[src/lsu_pkg.sv]
// ----------------------------
// shared widths, cause codes and request types for the load/store front end
// bare translation only, float and AMO operators are not encoded
// ----------------------------
package lsu_pkg;

    localparam int unsigned XLEN          = 64;
    localparam int unsigned VLEN          = 39;
    localparam int unsigned PLEN          = 56;
    // bits SV-1 .. XLEN-1 of the address sum must all be equal
    localparam int unsigned SV            = 39;
    localparam int unsigned TRANS_ID_BITS = 3;
    localparam int unsigned BE_BITS       = 8;

    // ----------------------------
    // exception causes
    // ----------------------------
    localparam logic [XLEN-1:0] LD_ADDR_MISALIGNED = 64'd4;
    localparam logic [XLEN-1:0] LD_ACCESS_FAULT    = 64'd5;
    localparam logic [XLEN-1:0] ST_ADDR_MISALIGNED = 64'd6;
    localparam logic [XLEN-1:0] ST_ACCESS_FAULT    = 64'd7;

    typedef enum logic [1:0] {
        NONE,
        LOAD,
        STORE
    } fu_t;

    typedef enum logic [3:0] {
        LD, LW, LWU, LH, LHU, LB, LBU,
        SD, SW, SH, SB
    } op_t;

    typedef enum logic [1:0] {
        BYTE,
        HALF,
        WORD,
        DOUBLE
    } size_t;

    typedef struct packed {
        logic [XLEN-1:0] cause;
        logic [XLEN-1:0] tval;
        logic            valid;
    } exception_t;

    // request as it arrives from issue
    typedef struct packed {
        fu_t                      fu;
        op_t                      operator;
        logic [XLEN-1:0]          operand_a;
        logic [XLEN-1:0]          imm;
        // store data
        logic [XLEN-1:0]          operand_b;
        logic [TRANS_ID_BITS-1:0] trans_id;
    } fu_data_t;

    // request as held in the bypass buffer
    typedef struct packed {
        logic                     valid;
        logic [VLEN-1:0]          vaddr;
        logic                     overflow;
        logic [XLEN-1:0]          data;
        logic [BE_BITS-1:0]       be;
        fu_t                      fu;
        op_t                      operator;
        logic [TRANS_ID_BITS-1:0] trans_id;
    } lsu_ctrl_t;

    typedef struct packed {
        lsu_ctrl_t  ctrl;
        exception_t ex;
    } xlat_req_t;

    typedef struct packed {
        logic                     valid;
        logic                     is_store;
        logic [PLEN-1:0]          paddr;
        logic [BE_BITS-1:0]       be;
        logic [XLEN-1:0]          data;
        logic [TRANS_ID_BITS-1:0] trans_id;
        exception_t               ex;
    } mem_req_t;

    // access size follows from the operator alone
    function automatic size_t op_size(op_t op);
        case (op)
            LD, SD:       return DOUBLE;
            LW, LWU, SW:  return WORD;
            LH, LHU, SH:  return HALF;
            default:      return BYTE;
        endcase
    endfunction

endpackage

[src/lsu_agu.sv]
// ----------------------------
// address generation, purely combinational
// the sum is truncated to VLEN, overflow flags mixed upper bits
// ----------------------------
module lsu_agu (
    input  lsu_pkg::fu_data_t  fu_data_i,
    input  logic               lsu_valid_i,
    output lsu_pkg::lsu_ctrl_t lsu_req_o
);
    import lsu_pkg::*;

    logic [XLEN-1:0]    vaddr_xlen;
    logic [VLEN-1:0]    vaddr;
    logic               overflow;
    logic [BE_BITS-1:0] be;
    size_t              size;

    // signed add, then keep the virtual address bits
    assign vaddr_xlen = $unsigned($signed(fu_data_i.imm) + $signed(fu_data_i.operand_a));
    assign vaddr      = vaddr_xlen[VLEN-1:0];

    // upper part must be a pure sign extension
    assign overflow = !((&vaddr_xlen[XLEN-1:SV-1]) || !(|vaddr_xlen[XLEN-1:SV-1]));

    assign size = op_size(fu_data_i.operator);

    // ----------------------------
    // byte enable
    // ----------------------------
    always_comb begin
        case (size)
            BYTE:    be = 8'h01 << vaddr[2:0];
            HALF:    be = 8'h03 << vaddr[2:0];
            WORD:    be = 8'h0F << vaddr[2:0];
            default: be = 8'hFF;
        endcase
    end

    always_comb begin
        lsu_req_o.valid    = lsu_valid_i;
        lsu_req_o.vaddr    = vaddr;
        lsu_req_o.overflow = overflow;
        lsu_req_o.data     = fu_data_i.operand_b;
        lsu_req_o.be       = be;
        lsu_req_o.fu       = fu_data_i.fu;
        lsu_req_o.operator = fu_data_i.operator;
        lsu_req_o.trans_id = fu_data_i.trans_id;
    end

endmodule

[src/lsu_bypass.sv]
// ----------------------------
// two-entry request buffer between AGU and dispatch
// an empty buffer shows the incoming request directly
// new requests are only expected while ready_o is high
// ----------------------------
module lsu_bypass (
    input  logic               clk_i,
    input  logic               rst_ni,
    input  logic               flush_i,
    input  lsu_pkg::lsu_ctrl_t lsu_req_i,
    input  logic               pop_ld_i,
    input  logic               pop_st_i,
    output lsu_pkg::lsu_ctrl_t lsu_ctrl_o,
    output logic               ready_o
);
    import lsu_pkg::*;

    lsu_ctrl_t [1:0] mem_d, mem_q;
    logic            rd_ptr_d, rd_ptr_q;
    logic            wr_ptr_d, wr_ptr_q;
    logic [1:0]      cnt_d, cnt_q;
    logic            empty;
    logic            push;
    logic            pop;

    assign empty   = (cnt_q == 2'd0);
    assign ready_o = empty;
    assign push    = lsu_req_i.valid;
    assign pop     = pop_ld_i | pop_st_i;

    // ----------------------------
    // next state
    // ----------------------------
    always_comb begin
        mem_d    = mem_q;
        rd_ptr_d = rd_ptr_q;
        wr_ptr_d = wr_ptr_q;
        cnt_d    = cnt_q;

        // the request is always written, even when it pops right away
        if (push) begin
            mem_d[wr_ptr_q] = lsu_req_i;
            wr_ptr_d        = ~wr_ptr_q;
        end

        if (pop) begin
            mem_d[rd_ptr_q].valid = 1'b0;
            rd_ptr_d              = ~rd_ptr_q;
        end

        case ({push, pop})
            2'b10:   cnt_d = cnt_q + 2'd1;
            2'b01:   cnt_d = cnt_q - 2'd1;
            default: cnt_d = cnt_q;
        endcase

        if (flush_i) begin
            mem_d    = '0;
            rd_ptr_d = 1'b0;
            wr_ptr_d = 1'b0;
            cnt_d    = 2'd0;
        end
    end

    // head of the buffer, or the new request when nothing is stored
    always_comb begin
        if (empty) begin
            lsu_ctrl_o = lsu_req_i;
        end else begin
            lsu_ctrl_o = mem_q[rd_ptr_q];
        end
    end

    always_ff @(posedge clk_i or negedge rst_ni) begin
        if (!rst_ni) begin
            mem_q    <= '0;
            rd_ptr_q <= 1'b0;
            wr_ptr_q <= 1'b0;
            cnt_q    <= 2'd0;
        end else begin
            mem_q    <= mem_d;
            rd_ptr_q <= rd_ptr_d;
            wr_ptr_q <= wr_ptr_d;
            cnt_q    <= cnt_d;
        end
    end

endmodule

[src/lsu_dispatch.sv]
// ----------------------------
// alignment and overflow check on the buffer head, then issue
// access fault overrides misalignment, fu NONE never pops
// ----------------------------
module lsu_dispatch (
    input  logic               en_ld_st_translation_i,
    input  lsu_pkg::lsu_ctrl_t lsu_ctrl_i,
    input  logic               ld_ready_i,
    input  logic               st_ready_i,
    output logic               pop_ld_o,
    output logic               pop_st_o,
    output logic               issue_o,
    output lsu_pkg::xlat_req_t xlat_req_o
);
    import lsu_pkg::*;

    logic       misaligned;
    logic       is_load;
    logic       is_store;
    exception_t ex;

    assign is_load  = (lsu_ctrl_i.fu == LOAD);
    assign is_store = (lsu_ctrl_i.fu == STORE);

    // ----------------------------
    // misalignment by access size
    // ----------------------------
    always_comb begin
        misaligned = 1'b0;
        if (lsu_ctrl_i.valid) begin
            case (op_size(lsu_ctrl_i.operator))
                DOUBLE:  misaligned = (lsu_ctrl_i.vaddr[2:0] != 3'b000);
                WORD:    misaligned = (lsu_ctrl_i.vaddr[1:0] != 2'b00);
                HALF:    misaligned = lsu_ctrl_i.vaddr[0];
                // a byte is always aligned
                default: misaligned = 1'b0;
            endcase
        end
    end

    always_comb begin
        ex = '0;
        if (misaligned && (is_load || is_store)) begin
            ex.cause = is_load ? LD_ADDR_MISALIGNED : ST_ADDR_MISALIGNED;
            ex.tval  = {{(XLEN-VLEN){1'b0}}, lsu_ctrl_i.vaddr};
            ex.valid = 1'b1;
        end
        // overflow only matters with translation on
        if (lsu_ctrl_i.valid && en_ld_st_translation_i && lsu_ctrl_i.overflow &&
            (is_load || is_store)) begin
            ex.cause = is_load ? LD_ACCESS_FAULT : ST_ACCESS_FAULT;
            ex.tval  = {{(XLEN-VLEN){1'b0}}, lsu_ctrl_i.vaddr};
            ex.valid = 1'b1;
        end
    end

    // ----------------------------
    // issue decision
    // ----------------------------
    assign pop_ld_o = lsu_ctrl_i.valid && is_load && ld_ready_i;
    assign pop_st_o = lsu_ctrl_i.valid && is_store && st_ready_i;
    assign issue_o  = pop_ld_o | pop_st_o;

    assign xlat_req_o.ctrl = lsu_ctrl_i;
    assign xlat_req_o.ex   = ex;

endmodule

[src/lsu_translate.sv]
// ----------------------------
// bare translation register then output register
// mem_req_o.valid follows an issue by exactly two cycles
// ----------------------------
module lsu_translate (
    input  logic               clk_i,
    input  logic               rst_ni,
    input  logic               issue_i,
    input  lsu_pkg::xlat_req_t xlat_req_i,
    output lsu_pkg::mem_req_t  mem_req_o
);
    import lsu_pkg::*;

    mem_req_t xlat_d;
    mem_req_t xlat_q;
    mem_req_t out_q;

    // bare mode, physical address is the zero-extended virtual one
    always_comb begin
        xlat_d.valid    = issue_i;
        xlat_d.is_store = (xlat_req_i.ctrl.fu == STORE);
        xlat_d.paddr    = {{(PLEN-VLEN){1'b0}}, xlat_req_i.ctrl.vaddr};
        xlat_d.be       = xlat_req_i.ctrl.be;
        xlat_d.data     = xlat_req_i.ctrl.data;
        xlat_d.trans_id = xlat_req_i.ctrl.trans_id;
        xlat_d.ex       = xlat_req_i.ex;
    end

    // ----------------------------
    // translation register
    // ----------------------------
    always_ff @(posedge clk_i or negedge rst_ni) begin
        if (!rst_ni) begin
            xlat_q <= '0;
        end else begin
            xlat_q <= xlat_d;
        end
    end

    // ----------------------------
    // output register
    // ----------------------------
    always_ff @(posedge clk_i or negedge rst_ni) begin
        if (!rst_ni) begin
            out_q <= '0;
        end else begin
            out_q <= xlat_q;
        end
    end

    assign mem_req_o = out_q;

endmodule

[src/lsu_top.sv]
// ----------------------------
// load/store front end: AGU, bypass buffer, dispatch, translation
// no MMU, lsu_valid_i only while lsu_ready_o is high
// ----------------------------
module lsu_top (
    input  logic              clk_i,
    input  logic              rst_ni,
    input  logic              flush_i,
    input  logic              lsu_valid_i,
    input  lsu_pkg::fu_data_t fu_data_i,
    output logic              lsu_ready_o,
    input  logic              en_ld_st_translation_i,
    input  logic              ld_ready_i,
    input  logic              st_ready_i,
    output lsu_pkg::mem_req_t mem_req_o
);
    import lsu_pkg::*;

    lsu_ctrl_t lsu_req;
    lsu_ctrl_t lsu_ctrl;
    logic      pop_ld;
    logic      pop_st;
    logic      issue;
    xlat_req_t xlat_req;

    lsu_agu i_agu (
        .fu_data_i   ( fu_data_i   ),
        .lsu_valid_i ( lsu_valid_i ),
        .lsu_req_o   ( lsu_req     )
    );

    lsu_bypass i_bypass (
        .clk_i      ( clk_i       ),
        .rst_ni     ( rst_ni      ),
        .flush_i    ( flush_i     ),
        .lsu_req_i  ( lsu_req     ),
        .pop_ld_i   ( pop_ld      ),
        .pop_st_i   ( pop_st      ),
        .lsu_ctrl_o ( lsu_ctrl    ),
        .ready_o    ( lsu_ready_o )
    );

    lsu_dispatch i_dispatch (
        .en_ld_st_translation_i ( en_ld_st_translation_i ),
        .lsu_ctrl_i             ( lsu_ctrl               ),
        .ld_ready_i             ( ld_ready_i             ),
        .st_ready_i             ( st_ready_i             ),
        .pop_ld_o               ( pop_ld                 ),
        .pop_st_o               ( pop_st                 ),
        .issue_o                ( issue                  ),
        .xlat_req_o             ( xlat_req               )
    );

    lsu_translate i_translate (
        .clk_i      ( clk_i     ),
        .rst_ni     ( rst_ni    ),
        .issue_i    ( issue     ),
        .xlat_req_i ( xlat_req  ),
        .mem_req_o  ( mem_req_o )
    );

endmodule

[config.mk]
export PLATFORM = sky130hd
export DESIGN_NAME = lsu_top
export DESIGN_NICKNAME = d
export VERILOG_FILES = /design/src/lsu_pkg.sv /design/src/lsu_agu.sv /design/src/lsu_bypass.sv /design/src/lsu_dispatch.sv /design/src/lsu_translate.sv /design/src/lsu_top.sv
export SDC_FILE = /design/constraint.sdc
export NUM_CORES = 1
export LEC_CHECK = 0
export CAP_MARGIN = 15
export CELL_PAD_IN_SITES_DETAIL_PLACEMENT = 1
export CELL_PAD_IN_SITES_GLOBAL_PLACEMENT = 2
export CORE_MARGIN = 8
export CORE_UTILIZATION = 41
export DETAILED_ROUTE_END_ITERATION = 12
export DONT_BUFFER_PORTS = 1
export PLACE_DENSITY = 0.8
export SLEW_MARGIN = 20
export SYNTH_ARGS = -nofsm -noshare
export SYNTH_HDL_FRONTEND = slang
export SYNTH_SLANG_ARGS = --single-unit
[constraint.sdc]
create_clock -name clk_i -period 4.8 [get_ports clk_i]
set_input_delay 0.24 -clock clk_i [delete_from_list [all_inputs] [get_ports clk_i]]
set_output_delay 0.24 -clock clk_i [all_outputs]
set_load 0.03 [all_outputs]
# == After elaboration in Yosys (flattened, before gate mapping) ==
# Memory sizes are Yosys's and may differ from the RTL's.
# Index checks and enable logic that the tools add are counted.
# totals
ff_bits,738
romBits,64
inputBits,208
out_inout_bits,263
word_cells,110
n_memories,2
# classes
addsub,3
order_cmp,4
eq_ne,9
shift,3
muxes,26
bitwise_logic,3
n_reduce_logical,23
# memory_table
name,depth,width,rd,rd_clocked_by_memory_dff,write_ports,line,source
(name not given),16,2,1,0,0,lsu_pkg.sv:87,case (op)
(name not given),16,2,1,0,0,lsu_pkg.sv:87,
# ops
cell,count
two-way mux 244 bit,3
two-way mux 122 bit,5
bitwise mux 244 bit,2
two-way mux 129 bit,2
demux 122 bit (select 1 bit),2
adder 64 bit,1
AND reduction 26 bit,1
OR reduction 26 bit,1
case mux 8 bit (3 select lines),1
"== test 2 bit, second input constant",5
logical AND 1 bit,10
"== test 2 x 1 -> 1 bit, second input constant",4
two-way mux 2 bit,4
"<< shifter 1 x 3 -> 8 bit, first input constant",1
"<< shifter 2 x 3 -> 8 bit, first input constant",1
"<< shifter 4 x 3 -> 8 bit, first input constant",1
nonzero test 2 bit,3
nonzero test 3 bit,2
two-way mux 1 bit,5
logical NOT 2 bit,2
"less-than comparator 1 x 2 -> 1 bit, second input constant",2
case mux 2 bit (2 select lines),1
case mux 1 bit (3 select lines),1
"adder 2 x 1 -> 2 bit, second input constant",1
6 further kinds,10

# == Longest topological paths before layout ==
# An unclocked memory read counts as a cell.
# depth
word_depth,14
depth_mapped,19

# == Modules after synthesis ==
# A second synthesis with hierarchy kept.
# unflattened
hier_cells,2553
hier_area_um2,31246.2
# modules_own_cells
module,instances,cells_each,area_per_inst_um2,seq_area_each_um2
lsu_translate,1,509,12406.9,12261.8
lsu_bypass,1,977,11249.5,6206.0
lsu_agu,1,734,4942.2,0.0
lsu_dispatch,1,333,2647.5,0.0

# == Least setup slack after synthesis ==
# No wires, ideal clock.
# synth_timing
path_type,input -> register
start,in fu_data_i[73] (netlist bit)
end,reg i_translate.xlat_q[66] (netlist bit)
arrival_ps,3721
setup_slack_ps,936
stages,14
n_path_buf,2
path_cell_list,ha_1 -> buf_2 -> o21ai_1 -> a2111oi_2 -> a22oi_4 -> a2111oi_0 -> nor3b_1 -> xnor2_1 -> a2111o_1 -> or4_1 -> or4_4 -> o311ai_4 -> buf_12 -> a21oi_2
# synth_lines
item,line,source
"start, declared",lsu_top.sv:10,"input lsu_pkg::fu_data_t fu_data_i,"
"end signal, assigned",lsu_translate.sv:36,xlat_q <= xlat_d;
"end, declared",lsu_translate.sv:15,mem_req_t xlat_q;

==> run_results.csv <==
group,metric,value,unit
timing,fmax,245,MHz
setup_path,crit_type,"in2reg",
global_route,grt_max_degree,565,
cells_and_area,fin_area,28700,um^2
clocking,root_buffer,"clkbuf_16",
pwr,combPwrFrac,18.0,%
place,placed_cells,3021,
floorplan,die_y,266,um
cells_and_area,antenna_cells,0,
clocking,insertion_delay,0.58,ns
synth,syn_inst,2301,
cells_and_area,area.growth.synth_to_final,11.8,%
pwr,peakVddDrop,0.275,mV
synth,synth.cell_area,25600,um^2
drt,routed_wl,80.1,mm
cells_and_area,nNetsFinal,2599,
timing,max_slew_margin,8.10,%
floorplan,ios,471,
setup_path,worst_ep_required_time,5.21,ns
clocking,clk_pin_slew_worst_paths,0.06,ns
clocking,post_cts_buffers,0,
cells_and_area,drive_gt1_share,7.67,%
drt,dr.pass1.iters,5,
synth,syn_area_per_cell,11.1,um^2
floorplan,die_area,70800,um^2
setup_path,arrival,4.50,ns
synth,ys_types,86,
timing,timing.final.crit_share,85.2,%
outcome,violations,"hold timing",
timing,tightest_slew,1.38,ns
global_route,grt_overflow,0,
floorplan,fp.dieW,266,um
pwr,leakagePower,12.9,nW
floorplan,initial_core_util,41.5,%
timing,fin_crit,4.09,ns
place,portBuffers,0,
global_route,grt_pass1_wl,124,mm
setup_path,cp_max_fo,41,
drt,vias,18294,
floorplan,core_area,61800,um^2
timing,fin_hold_ws,-0.645,ns
floorplan,fp-row-count,91,
drt,met1_length,34.5,mm
clocking,cts-htree-levels,2,
timing,rsz0062_at_grt,"false",
outcome,status,"finished, violations left",
clocking,cts.sinks,564,
setup_path,reg2reg_slack,1.38,ns
pwr,p_int,9.32,mW
drt,drt_iter0_markers,1310,
timing,hold_violations,564,
global_route,grt_usage,22.1,%
drt,highest_layer,"met4",
pwr,seqPwrFrac,50.0,%
synth,ys_ff_latch,564,
clocking,cts_hold_buf,76,
clocking,cts_resized,0,
synth,synth_flop_cell,"dfrtp_1",
drt,wl_met2,39.6,mm
drt,met3_length,3.58,mm
cells_and_area,fin_util,46.4,%
pwr,switching_power,4.99,mW
timing,finalMaxSlewViolations,0,
pwr,clockPowerShare,32.0,%
timing,setup_viol,0,
timing,final.setup_skew,0.0196,ns
setup_path,r2r_start,"i_bypass.cnt_q[0]",
place,gpl.final_weighted_congestion,0.966,
setup_path,cp-end-kind,"flop",
global_route,grt_pass1_vias,19960,
synth,yosys_warnings,0,
drt,vias_per_cell,5.72,
clocking,cts_tree,"built",
drt,routedWlPerCell,25.1,um
synth,yosysSeqAreaShare,55.0,%
clocking,cts_buffers,54,
hold_path,hold_path_class,"in2async",
setup_path,reg2reg_depth,11,
timing,fin_tns_setup,0,ns
place,dp_hpwl,56.7,mm
global_route,antenna_found_initial,0,
synth,synth-async-reset-ratio,100,%
timing,setup_ws,0.712,ns
setup_path,r2r_end,"i_translate.xlat_q[12]",
place,pre_cts_slack,0.189,ns
pwr,power.density,500,nW/um^2
pwr,power,14.3,mW
place,place_area,25900,um^2
drt,ant_nets,0,
pwr,sw_frac_of_total,34.9,%
synth,synth_edf_count,0,
setup_path,cp-start-kind,"primary input",
drt,drc,0,
cells_and_area,fin_cells,3197,
clocking,cts_max_path_buffers,3,
flow_run,cap_violations,0,
==> state kept, by name, indices dropped and copies added, names as in the netlist <==
| register | count |
|---|---|
| i_translate.xlat_q | 158 |
| i_translate.mem_req_o | 158 |
| i_bypass.cnt_q | 2 |
| i_bypass.rd_ptr_q | 1 |
| i_bypass.wr_ptr_q | 1 |
| i_bypass.mem_q | 244 |
==> final cells by class <==
| class | instances | area [um^2] |
|---|---|---|
| multi-input cells | 1553 | 10400 |
| fillers | 6567 | 33200 |
| well taps | 837 | 1050 |
| repair buffers | 116 | 1090 |
| flip-flops and latches | 564 | 14100 |
| clock inverters | 25 | 385 |
| clock buffers | 75 | 1560 |
| inverters | 27 | 106 |
==> layout by cell type, fill, tap and decap left out, types with 18 or more instances in the layout <==
| cell type | n |
|---|---|
| a21boi_1 | 31 |
| xor2_1 | 18 |
| buf_4 | 38 |
| inv_1 | 26 |
| ha_1 | 74 |
| a211oi_1 | 19 |
| a21o_1 | 19 |
| nand4_1 | 48 |
| nor3_1 | 25 |
| dfrtp_1 | 563 |
| a22o_1 | 213 |
| nand2_1 | 231 |
| clkbuf_16 | 54 |
| xnor2_1 | 35 |
| a21oi_1 | 106 |
| mux2i_1 | 117 |
| o21a_1 | 20 |
| nor2_1 | 80 |
| o21ai_0 | 192 |
| conb_1 | 103 |
| dlygate4sd3_1 | 76 |
==> layer usage <==
| metal | vias up | GRT usage (%) |
|---|---|---|
| met1 | 9538 | 29.1 |
| met5 | - | 0 |
| met3 | 114 | 3.45 |
| met4 | 0 | 6.83 |
| met2 | 526 | 37.5 |
| li1 | 8116 | - |
==> power groups by stage <==
stage | logic (mW) | registers, mW | clock network [mW]
finish | 2.58 | 7.16 | 4.58
global route | 2.82 | 7.26 | 4.87
CTS | 2.58 | 7.18 | 4.68
detailed placement | 2.49 | 7.26 | 0
global placement | 2.43 | 7.22 | 0
floorplan | 1.89 | 6.93 | 0
==> cells in the mapped netlist (6+ instances only) <==
library cell | n | area share, %
a21boi_1 | 31 | 0.91
a31oi_1 | 8 | 0.20
nand2_1 | 232 | 3.4
a21o_1 | 19 | 0.56
nor2_1 | 81 | 1.2
nand3_1 | 14 | 0.27
ha_1 | 74 | 3.6
buf_1 | 9 | 0.13
o21ai_1 | 9 | 0.18
buf_2 | 33 | 0.64
nand2b_1 | 10 | 0.24
clkbuf_1 | 104 | 1.5
inv_1 | 27 | 0.40
nor4_1 | 7 | 0.17
o21a_1 | 20 | 0.59
a21oi_1 | 107 | 2.1
mux2i_1 | 117 | 4.6
o211ai_1 | 10 | 0.29
o21ai_0 | 192 | 3.7
o31ai_1 | 7 | 0.20
or2_2 | 8 | 0.20
o21bai_1 | 6 | 0.18
nand4_1 | 48 | 1.2
a21boi_0 | 6 | 0.18
or4_1 | 6 | 0.18
dfrtp_1 | 564 | 55
buf_4 | 104 | 3.0
nor3_1 | 25 | 0.49
a211oi_1 | 19 | 0.56
a21boi_2 | 8 | 0.35
nor2b_1 | 16 | 0.39
xnor2_1 | 35 | 1.2
a22o_1 | 213 | 7.3
xor2_1 | 18 | 0.61
==> kinds of logic after synthesis <==
kind of cell	after synthesis	share of synthesized area [%]
flops	564	55.0
xor+xnor	53	1.81
other cells	1	0.0146
mux	119	4.66
buf+inv	286	6.19
compound gates	717	19.7
fa+ha+maj	75	3.69
simple gates	486	8.87
==> critical path, cell delays in order <==
cell and delay [ns]:
ha_1 0.39, inv_1 0.10, fa_1 0.45, nand2b_1 0.20, a21oi_1 0.24, o21ai_1 0.15, a21oi_1 0.25, o21ai_0 0.23
o221ai_1 0.50, o221ai_1 0.28, or4_1 0.45, or4_4 0.46, o311ai_4 0.09, buf_12 0.28, a21boi_1 0.12
==> how the worst max path moves through the flow <==
| stage | from | end | slack, ns | cells past startpoint |
|---|---|---|---|---|
| after floorplan | fu_data_i[73] | i_translate.xlat_q[66] | 0.94 | 14 |
| after global placement | fu_data_i[67] | i_translate.xlat_q[1] | 0.23 | 15 |
| after detailed placement | fu_data_i[73] | i_translate.xlat_q[17] | 0.19 | 13 |
| after CTS | fu_data_i[67] | i_translate.xlat_q[17] | 0.80 | 15 |
| after global routing | fu_data_i[67] | i_translate.xlat_q[17] | 0.57 | 15 |
| final | fu_data_i[67] | i_translate.xlat_q[17] | 0.71 | 15 |
Note: power is estimated with default switching activity, not from simulation.
